--- src/can_rx_pkg.sv ---
package can_rx_pkg;

	// ====================
	// Field lengths in bits
	// ====================

	// Base identifier
	localparam int LEN_ID_A = 11;
	// Identifier extension of extended frames
	localparam int LEN_ID_B = 18;
	localparam int LEN_DLC = 4;
	localparam int LEN_CRC = 15;
	// End of frame, also the recessive run that ends error recovery
	localparam int LEN_EOF = 7;
	// Third intermission bit may already be the next SOF
	localparam int LEN_INTERMISSION = 2;

	// Equal bits before the transmitter inserts a stuff bit
	localparam int STUFF_LIMIT = 5;
	// DLC values above eight still carry eight bytes
	localparam int MAX_DATA_BYTES = 8;

	// ====================
	// Field types
	// ====================

	typedef logic [LEN_ID_A-1:0] can_id_a_t;
	typedef logic [LEN_ID_B-1:0] can_id_b_t;
	typedef logic [LEN_DLC-1:0] can_dlc_t;
	typedef logic [8*MAX_DATA_BYTES-1:0] can_data_t;
	typedef logic [LEN_CRC-1:0] can_crc_t;
	// Bit position inside one field, up to 64 data bits
	typedef logic [6:0] bit_count_t;

	// CAN CRC-15 generator without the x^15 term
	localparam can_crc_t CRC_POLY = 15'h4599;

	// ====================
	// Enums and frame
	// ====================

	// Frame walk, one step per de-stuffed bit
	typedef enum logic [4:0] {
		ST_IDLE,
		ST_ID_A,
		ST_SRR_RTR,
		ST_IDE,
		ST_ID_B,
		ST_RTR,
		ST_RES1,
		ST_RES0,
		ST_DLC,
		ST_DATA,
		ST_CRC,
		ST_CRC_DELIM,
		ST_ACK_SLOT,
		ST_ACK_DELIM,
		ST_EOF,
		ST_INTERMISSION,
		ST_ERROR_WAIT
	} can_state_t;

	// One classified error per frame
	typedef enum logic [2:0] {
		ERR_NONE,
		ERR_STUFF,
		ERR_CRC,
		ERR_FORM,
		ERR_ACK
	} can_error_t;

	// Decoded frame, id_b zero for standard frames
	// Last received data byte ends up in data[7:0]
	typedef struct packed {
		can_id_a_t id_a;
		can_id_b_t id_b;
		logic      ide;
		logic      rtr;
		can_dlc_t  dlc;
		can_data_t data;
		can_crc_t  crc;
	} can_frame_t;

endpackage

--- src/can_destuffer.sv ---
`timescale 1ns/10ps

module can_destuffer (
	input  logic clock,
	input  logic reset,
	input  logic rx_bit,
	input  logic sample_point,
	input  logic stuff_enable,
	output logic bit_strobe,
	output logic stuff_error
);

	// Length of the current run of equal bits
	logic [2:0] run_count;
	// Previous sampled bus level
	logic       last_bit;
	// This sample sits where a stuff bit must appear
	logic       stuff_slot;

	// ====================
	// Stuff bit decode
	// ====================

	assign stuff_slot = stuff_enable && (run_count == 3'(can_rx_pkg::STUFF_LIMIT));

	// Sixth equal bit in a row breaks the stuffing rule
	assign stuff_error = sample_point && stuff_slot && (rx_bit == last_bit);

	// Complementary bit in the stuff slot gets swallowed
	assign bit_strobe = sample_point && !(stuff_slot && (rx_bit != last_bit));

	// ====================
	// Run tracking
	// ====================

	always_ff @(posedge clock or posedge reset)
	begin
		if (reset)
		begin
			run_count <= 3'd1;
			last_bit  <= 1'b1;
		end
		else if (sample_point)
		begin
			last_bit <= rx_bit;
			// Outside the stuffed region each bit starts a new run
			// A removed stuff bit also opens the next run
			if (!stuff_enable || (rx_bit != last_bit))
				run_count <= 3'd1;
			else if (!stuff_slot)
				run_count <= run_count + 3'd1;
		end
	end

	// Errors only inside the region the frame FSM marks as stuffed
	a_stuff_err_in_region: assert property (@(posedge clock) disable iff (reset)
		stuff_error |-> stuff_enable);

endmodule

--- src/can_crc15.sv ---
`timescale 1ns/10ps

module can_crc15 (
	input  logic                 clock,
	input  logic                 reset,
	input  logic                 crc_clear,
	input  logic                 crc_shift,
	input  logic                 data_bit,
	output can_rx_pkg::can_crc_t crc_value
);

	// Incoming bit against the register MSB
	logic feedback;

	assign feedback = data_bit ^ crc_value[can_rx_pkg::LEN_CRC-1];

	// ====================
	// CRC-15 register
	// ====================

	always_ff @(posedge clock or posedge reset)
	begin
		if (reset)
			crc_value <= '0;
		else if (crc_clear)
			crc_value <= '0;
		else if (crc_shift)
		begin
			// Shift left, fold in the polynomial on feedback
			if (feedback)
				crc_value <= {crc_value[can_rx_pkg::LEN_CRC-2:0], 1'b0} ^ can_rx_pkg::CRC_POLY;
			else
				crc_value <= {crc_value[can_rx_pkg::LEN_CRC-2:0], 1'b0};
		end
	end

	// FSM must never restart and feed the register in one cycle
	a_clear_shift_excl: assert property (@(posedge clock) disable iff (reset)
		!(crc_clear && crc_shift));

endmodule

--- src/can_frame_fsm.sv ---
`timescale 1ns/10ps

module can_frame_fsm (
	input  logic                   clock,
	input  logic                   reset,
	input  logic                   rx_bit,
	input  logic                   bit_strobe,
	input  logic                   stuff_error,
	input  can_rx_pkg::can_crc_t   crc_value,
	output logic                   stuff_enable,
	output logic                   crc_clear,
	output logic                   crc_shift,
	output can_rx_pkg::can_frame_t frame,
	output logic                   frame_valid,
	output can_rx_pkg::can_error_t error_kind,
	output logic                   error_valid
);

	can_rx_pkg::can_state_t state;
	can_rx_pkg::can_state_t state_next;
	// Error caused by the bit on the bus right now
	can_rx_pkg::can_error_t bit_err;
	// Shared counter for all multi-bit fields
	can_rx_pkg::bit_count_t bit_cnt;
	can_rx_pkg::bit_count_t field_last;
	can_rx_pkg::bit_count_t data_len;
	can_rx_pkg::can_dlc_t   dlc_next;
	can_rx_pkg::can_dlc_t   dlc_bytes;
	// Frame under construction
	can_rx_pkg::can_frame_t cur;
	logic                   field_done;
	logic                   frame_done;

	// ====================
	// Field bookkeeping
	// ====================

	// DLC including the bit being sampled now
	assign dlc_next = can_rx_pkg::can_dlc_t'({cur.dlc, rx_bit});
	// Clamp to eight bytes, then bits
	assign dlc_bytes = (cur.dlc > can_rx_pkg::can_dlc_t'(can_rx_pkg::MAX_DATA_BYTES)) ?
		can_rx_pkg::can_dlc_t'(can_rx_pkg::MAX_DATA_BYTES) : cur.dlc;
	assign data_len = can_rx_pkg::bit_count_t'({dlc_bytes, 3'b000});

	// Index of the last bit of the current field
	always_comb
	begin
		case (state)
			can_rx_pkg::ST_ID_A:         field_last = 7'(can_rx_pkg::LEN_ID_A - 1);
			can_rx_pkg::ST_ID_B:         field_last = 7'(can_rx_pkg::LEN_ID_B - 1);
			can_rx_pkg::ST_DLC:          field_last = 7'(can_rx_pkg::LEN_DLC - 1);
			can_rx_pkg::ST_DATA:         field_last = data_len - 7'd1;
			can_rx_pkg::ST_CRC:          field_last = 7'(can_rx_pkg::LEN_CRC - 1);
			can_rx_pkg::ST_EOF:          field_last = 7'(can_rx_pkg::LEN_EOF - 1);
			can_rx_pkg::ST_ERROR_WAIT:   field_last = 7'(can_rx_pkg::LEN_EOF - 1);
			can_rx_pkg::ST_INTERMISSION: field_last = 7'(can_rx_pkg::LEN_INTERMISSION - 1);
			default:                     field_last = '0;
		endcase
	end

	assign field_done = (bit_cnt == field_last);

	// ====================
	// Bit checks
	// ====================

	always_comb
	begin
		bit_err = can_rx_pkg::ERR_NONE;
		if (stuff_error)
			bit_err = can_rx_pkg::ERR_STUFF;
		else
		begin
			case (state)
				// Recessive IDE makes the earlier bit an SRR, which must be recessive
				can_rx_pkg::ST_IDE:
					if (rx_bit && !cur.rtr)
						bit_err = can_rx_pkg::ERR_FORM;
				// Delimiter form first, then the CRC compare
				can_rx_pkg::ST_CRC_DELIM:
					if (!rx_bit)
						bit_err = can_rx_pkg::ERR_FORM;
					else if (crc_value != cur.crc)
						bit_err = can_rx_pkg::ERR_CRC;
				// No receiver acknowledged
				can_rx_pkg::ST_ACK_SLOT:
					if (rx_bit)
						bit_err = can_rx_pkg::ERR_ACK;
				can_rx_pkg::ST_ACK_DELIM,
				can_rx_pkg::ST_EOF,
				can_rx_pkg::ST_INTERMISSION:
					if (!rx_bit)
						bit_err = can_rx_pkg::ERR_FORM;
				default: ;
			endcase
		end
	end

	// ====================
	// Next state
	// ====================

	always_comb
	begin
		state_next = state;
		if (bit_err != can_rx_pkg::ERR_NONE)
			state_next = can_rx_pkg::ST_ERROR_WAIT;
		else
		begin
			case (state)
				// Dominant bit is SOF
				can_rx_pkg::ST_IDLE:
					if (!rx_bit)
						state_next = can_rx_pkg::ST_ID_A;
				can_rx_pkg::ST_ID_A:
					if (field_done)
						state_next = can_rx_pkg::ST_SRR_RTR;
				can_rx_pkg::ST_SRR_RTR:
					state_next = can_rx_pkg::ST_IDE;
				// Standard frames go straight to r0
				can_rx_pkg::ST_IDE:
					state_next = rx_bit ? can_rx_pkg::ST_ID_B : can_rx_pkg::ST_RES0;
				can_rx_pkg::ST_ID_B:
					if (field_done)
						state_next = can_rx_pkg::ST_RTR;
				can_rx_pkg::ST_RTR:
					state_next = can_rx_pkg::ST_RES1;
				can_rx_pkg::ST_RES1:
					state_next = can_rx_pkg::ST_RES0;
				can_rx_pkg::ST_RES0:
					state_next = can_rx_pkg::ST_DLC;
				// Remote frames and DLC 0 carry no data
				can_rx_pkg::ST_DLC:
					if (field_done)
						state_next = (cur.rtr || (dlc_next == '0)) ?
							can_rx_pkg::ST_CRC : can_rx_pkg::ST_DATA;
				can_rx_pkg::ST_DATA:
					if (field_done)
						state_next = can_rx_pkg::ST_CRC;
				can_rx_pkg::ST_CRC:
					if (field_done)
						state_next = can_rx_pkg::ST_CRC_DELIM;
				can_rx_pkg::ST_CRC_DELIM:
					state_next = can_rx_pkg::ST_ACK_SLOT;
				can_rx_pkg::ST_ACK_SLOT:
					state_next = can_rx_pkg::ST_ACK_DELIM;
				can_rx_pkg::ST_ACK_DELIM:
					state_next = can_rx_pkg::ST_EOF;
				can_rx_pkg::ST_EOF:
					if (field_done)
						state_next = can_rx_pkg::ST_INTERMISSION;
				can_rx_pkg::ST_INTERMISSION:
					if (field_done)
						state_next = can_rx_pkg::ST_IDLE;
				// Seven recessive bits in a row end recovery
				can_rx_pkg::ST_ERROR_WAIT:
					if (rx_bit && field_done)
						state_next = can_rx_pkg::ST_IDLE;
				default:
					state_next = can_rx_pkg::ST_IDLE;
			endcase
		end
	end

	// Last EOF bit accepted
	assign frame_done = bit_strobe && (state == can_rx_pkg::ST_EOF) &&
		(state_next == can_rx_pkg::ST_INTERMISSION);

	// ====================
	// Destuffer and CRC control
	// ====================

	// Stuffed region ID_A through CRC, SOF counted by the destuffer in IDLE
	assign stuff_enable = state inside {can_rx_pkg::ST_ID_A, can_rx_pkg::ST_SRR_RTR,
		can_rx_pkg::ST_IDE, can_rx_pkg::ST_ID_B, can_rx_pkg::ST_RTR, can_rx_pkg::ST_RES1,
		can_rx_pkg::ST_RES0, can_rx_pkg::ST_DLC, can_rx_pkg::ST_DATA, can_rx_pkg::ST_CRC};

	// SOF is dominant, so clearing equals shifting it into a zero register
	assign crc_clear = bit_strobe && (state == can_rx_pkg::ST_IDLE) && !rx_bit;
	// CRC covers everything up to the last data bit
	assign crc_shift = bit_strobe && !stuff_error && stuff_enable &&
		(state != can_rx_pkg::ST_CRC);

	// ====================
	// Control registers
	// ====================

	always_ff @(posedge clock or posedge reset)
	begin
		if (reset)
		begin
			state       <= can_rx_pkg::ST_IDLE;
			bit_cnt     <= '0;
			frame_valid <= 1'b0;
			error_valid <= 1'b0;
			error_kind  <= can_rx_pkg::ERR_NONE;
		end
		else
		begin
			frame_valid <= frame_done;
			error_valid <= bit_strobe && (bit_err != can_rx_pkg::ERR_NONE);
			if (bit_strobe)
			begin
				state <= state_next;
				// New field, or a dominant bit breaking the recovery run
				if ((state_next != state) || ((state == can_rx_pkg::ST_ERROR_WAIT) && !rx_bit))
					bit_cnt <= '0;
				else
					bit_cnt <= bit_cnt + 7'd1;
				if (bit_err != can_rx_pkg::ERR_NONE)
					error_kind <= bit_err;
			end
		end
	end

	// ====================
	// Field capture
	// ====================

	always_ff @(posedge clock)
	begin
		if (bit_strobe)
		begin
			// All fields shift in MSB first
			case (state)
				can_rx_pkg::ST_IDLE:
					if (!rx_bit)
						cur <= '0;
				can_rx_pkg::ST_ID_A:
					cur.id_a <= can_rx_pkg::can_id_a_t'({cur.id_a, rx_bit});
				// RTR for standard frames, SRR for extended ones
				can_rx_pkg::ST_SRR_RTR:
					cur.rtr <= rx_bit;
				can_rx_pkg::ST_IDE:
					cur.ide <= rx_bit;
				can_rx_pkg::ST_ID_B:
					cur.id_b <= can_rx_pkg::can_id_b_t'({cur.id_b, rx_bit});
				can_rx_pkg::ST_RTR:
					cur.rtr <= rx_bit;
				can_rx_pkg::ST_DLC:
					cur.dlc <= dlc_next;
				can_rx_pkg::ST_DATA:
					cur.data <= can_rx_pkg::can_data_t'({cur.data, rx_bit});
				can_rx_pkg::ST_CRC:
					cur.crc <= can_rx_pkg::can_crc_t'({cur.crc, rx_bit});
				default: ;
			endcase
		end
		// Output copy holds until the next good frame
		if (frame_done)
			frame <= cur;
	end

	// One result per frame
	a_one_result: assert property (@(posedge clock) disable iff (reset)
		!(frame_valid && error_valid));

endmodule

--- src/can_rx.sv ---
`timescale 1ns/10ps

module can_rx (
	input  logic                   clock,
	input  logic                   reset,
	input  logic                   rx_bit,
	input  logic                   sample_point,
	output can_rx_pkg::can_frame_t frame,
	output logic                   frame_valid,
	output can_rx_pkg::can_error_t error_kind,
	output logic                   error_valid
);

	// Sample point minus removed stuff bits
	logic                 bit_strobe;
	logic                 stuff_error;
	// Stuffed region from the frame FSM
	logic                 stuff_enable;
	logic                 crc_clear;
	logic                 crc_shift;
	can_rx_pkg::can_crc_t crc_value;

	// ====================
	// Bit level
	// ====================

	can_destuffer u_destuffer (
		.clock        (clock),
		.reset        (reset),
		.rx_bit       (rx_bit),
		.sample_point (sample_point),
		.stuff_enable (stuff_enable),
		.bit_strobe   (bit_strobe),
		.stuff_error  (stuff_error)
	);

	// CRC sees the raw bus bit, gated by the FSM shift strobe
	can_crc15 u_crc15 (
		.clock     (clock),
		.reset     (reset),
		.crc_clear (crc_clear),
		.crc_shift (crc_shift),
		.data_bit  (rx_bit),
		.crc_value (crc_value)
	);

	// ====================
	// Frame level
	// ====================

	can_frame_fsm u_frame_fsm (
		.clock        (clock),
		.reset        (reset),
		.rx_bit       (rx_bit),
		.bit_strobe   (bit_strobe),
		.stuff_error  (stuff_error),
		.crc_value    (crc_value),
		.stuff_enable (stuff_enable),
		.crc_clear    (crc_clear),
		.crc_shift    (crc_shift),
		.frame        (frame),
		.frame_valid  (frame_valid),
		.error_kind   (error_kind),
		.error_valid  (error_valid)
	);

endmodule

--- config.mk ---
export PLATFORM = sky130hd
export DESIGN_NAME = can_rx
export DESIGN_NICKNAME = d
export VERILOG_FILES = /design/src/can_rx_pkg.sv /design/src/can_destuffer.sv /design/src/can_crc15.sv /design/src/can_frame_fsm.sv /design/src/can_rx.sv
export SDC_FILE = /design/constraint.sdc
export NUM_CORES = 1
export LEC_CHECK = 0
export BUFFER_PORTS_ARGS = -buffer_cell sky130_fd_sc_hd__buf_2
export CAP_MARGIN = 40
export CELL_PAD_IN_SITES_DETAIL_PLACEMENT = 0
export CELL_PAD_IN_SITES_GLOBAL_PLACEMENT = 2
export CORE_MARGIN = 1
export CORE_UTILIZATION = 45
export CTS_CLUSTER_SIZE = 20
export DETAILED_ROUTE_END_ITERATION = 12
export PLACE_DENSITY = 0.88
export SYNTH_ARGS = -nofsm -noshare
export SYNTH_HDL_FRONTEND = slang
export SYNTH_SLANG_ARGS = --single-unit
--- constraint.sdc ---
create_clock -name clock -period 18.79 [get_ports clock]
set_clock_uncertainty 0.1 [all_clocks]
set_input_delay 2.8185 -clock clock [delete_from_list [all_inputs] [get_ports clock]]
set_output_delay 2.8185 -clock clock [all_outputs]
set_load 0.02 [all_outputs]
==> qor.csv <==
metric;value;unit
status;completed;
ys_ff_latch;264;
yosysMostFrequentCell;edfxtp_1;
synth_ff_type;edfxtp_1;
die_y;155;um
critPathKind;in -> reg;
hold_path_class;reg -> reg;
ant_nets;0;
cp-start-kind;input port;
fin_nets;835;
track_usage;16.9;%
dr.first_iter.drc_count;497;
synthCells;704;
wl_per_cell;17.4;um
finalCriticalPeriod;6.04;ns
drv_cap;0;
async_reset_ff_share;13.6;%
hold_buffers;0;
grt_pass1_wl;32300;um
netlist_area;10500;um2
slew-limit-headroom;36.7;%
synth_edf_count;228;
ir_worst_vdd;0.0000872;V
first_global_vias;5913;
arrival;6.07;ns
dpl_cell_area;11400;um2
vias;6119;
ys_seq_area_share;73.9;%
io_pins;123;
critical_path_required;18.83;ns
die-area;23900;um2
whs;0.321;ns
start_util;46.1;%
fmax;166;MHz
crit_path_end_kind;register;
cts_tree;done;
netlist_top_cells_count;edfxtp_1, and3_1, and2_1, dfrtp_1, nand2_1;
drcViolationCount;0;
finalSetupViolCount;0;
clk_latency;0.52;ns
leakage;0.00479;uW
dp_hpwl;13100;um
gr-total-overflow;0;
path_max_fanout;66;
slew_viol_final;0;
synth_area_leaders;edfxtp_1, dfrtp_1, and3_1;
ys_types;65;
clock_sinks;264;
drt_pass1_iterations;5;
diodes;0;
core_area;22800;um2
area_growth;16.9;%
finalHoldViolCount;0;
vias_per_cell;5.28;
finalCritPeriodShare;32.1;%
power;1740;uW
numPortBuffers;122;
fin_tns_setup;0;ns
routed_wl;20100;um
worst_slew_pin_slew;0.937;ns
fin_area;12300;um2
cts-root-buf;clkbuf_16;
cts_inserted_buffers;26;
postCtsSetupBuffers;0;
clk_pin_slew;0.06;ns
gp_congestion;0.840;
rows;55;
drive_gt1_share;22.8;%
synth.top_cell.area_share;65.3;%
clk_path_buf_depth;3;
yosys_warnings;0;
syn_nets;712;
cts_resized;0;
synth_largest_area_cell;edfxtp_1;
rsz0062_at_grt;no;
grt_max_degree;68;
htreeDepth;1;
antenna_found_initial;0;
avgSynthCellArea;14.9;um2
power_density;142;nW/um2
die-width;155;um
-- layer usage --
metal / routed length, um / vias to the layer above / share of wire (%) / global-route usage, %
li1: - / 2873 / - / -
met1: 9310 / 3037 / 46 / 23.9
met2: 9460 / 182 / 47 / 27.4
met3: 1090 / 27 / 5.4 / 3.14
met4: 282 / 0 / 1.4 / 3.68
met5: 0 / - / 0 / 0
-- cells in the final DEF, fill, tap and decap left out, types with 6 or more instances in the layout --
master | Yosys | layout
and2_1 | 34 | 34
clkinv_1 | 0 | 8
nor2_1 | 30 | 30
o22ai_1 | 6 | 6
and3_1 | 84 | 84
a21oi_1 | 18 | 18
inv_1 | 12 | 12
dfrtp_1 | 34 | 33
a31oi_1 | 6 | 6
clkbuf_16 | 0 | 27
nand4_1 | 6 | 6
nand3_1 | 12 | 12
o21ai_0 | 21 | 21
nand2_1 | 32 | 32
nor2b_1 | 7 | 7
nand2b_1 | 10 | 10
buf_4 | 1 | 14
edfxtp_1 | 228 | 228
xnor2_1 | 27 | 27
mux2i_1 | 14 | 14
buf_2 | 6 | 122
nor3_1 | 8 | 8
-- kinds of logic (layout without fill, tap and decap cells) --
| group | after synthesis | count (layout) | share of synthesized area (%) |
|---|---|---|---|
| compound gates | 80 | 80 | 4.96 |
| mux | 15 | 15 | 1.44 |
| xor+xnor | 29 | 29 | 2.42 |
| fa+ha+maj | 5 | 5 | 0.572 |
| simple gates | 257 | 257 | 14.5 |
| flops | 264 | 264 | 73.9 |
| buf+inv | 54 | 195 | 2.25 |
-- through the flow --
| stage | utilization [%] | setup WS (ns) | instances |
|---|---|---|---|
| floorplan | - | 7.64 | 704 |
| global placement | 50.1 | 12.39 | 1109 |
| detailed placement | 50.2 | 12.26 | 1112 |
| CTS | 53.9 | 12.80 | 1158 |
| global route | 53.9 | 12.53 | 1158 |
| finish | 53.9 | 12.75 | 1158 |
-- path summary, 6_finish.rpt --
check | start | to | slack (ns) | depth (start not counted)
setup / recovery | rx_bit | u_frame_fsm.frame[11]$_DFFE_PP_ | 12.75 | 10
hold / removal | u_frame_fsm.cur[113]$_SDFFCE_PN0P_ | u_frame_fsm.frame[113]$_DFFE_PP_ | 0.32 | 0
setup reg to reg | u_frame_fsm.state[1]$_DFFE_PP0P_ | u_frame_fsm.frame[11]$_DFFE_PP_ | 13.89 | 11
hold reg to reg | u_frame_fsm.cur[113]$_SDFFCE_PN0P_ | u_frame_fsm.frame[113]$_DFFE_PP_ | 0.32 | 0
max in group asynchronous | reset | u_frame_fsm.state[3]$_DFFE_PP0P_ | 15.91 | 3
min in group asynchronous | reset | u_crc15.crc_value[4]$_DFFE_PP0P_ | 2.31 | 3
-- flip-flops by register name (all words and copies together), names as in the netlist, 3 cells and up --
register and count:
u_frame_fsm.cur 114, u_frame_fsm.frame 114, u_crc15.crc_value 15, u_frame_fsm.bit_cnt 7
u_frame_fsm.state 5, u_destuffer.run_count 3, u_frame_fsm.error_kind 3
-- critical path, cell delays in order --
cell	delay [ns]
buf_2	0.23
nor2b_1	0.21
nand2_1	0.14
o221a_2	0.21
o21ai_2	0.09
nor4_4	0.37
o2111ai_1	0.26
nor4b_4	0.34
buf_4	0.57
buf_4	0.74
-- where the power goes --
group | switching, uW | internal (uW) | leakage [uW]
clock | 209 | 289 | 0.000398
combinational | 262 | 167 | 0.00184
sequential | 74.5 | 736 | 0.00255
total | 546 | 1190 | 0.00479
-- layout make-up --
type | count | area, um2
well taps | 313 | 392
multi-input cells | 386 | 2530
fillers | 1820 | 10500
repair buffers | 137 | 731
flip-flops and latches | 264 | 7750
clock buffers | 30 | 687
inverters | 12 | 45.0
clock inverters | 16 | 134
Note: power is estimated with default switching activity, not from simulation.
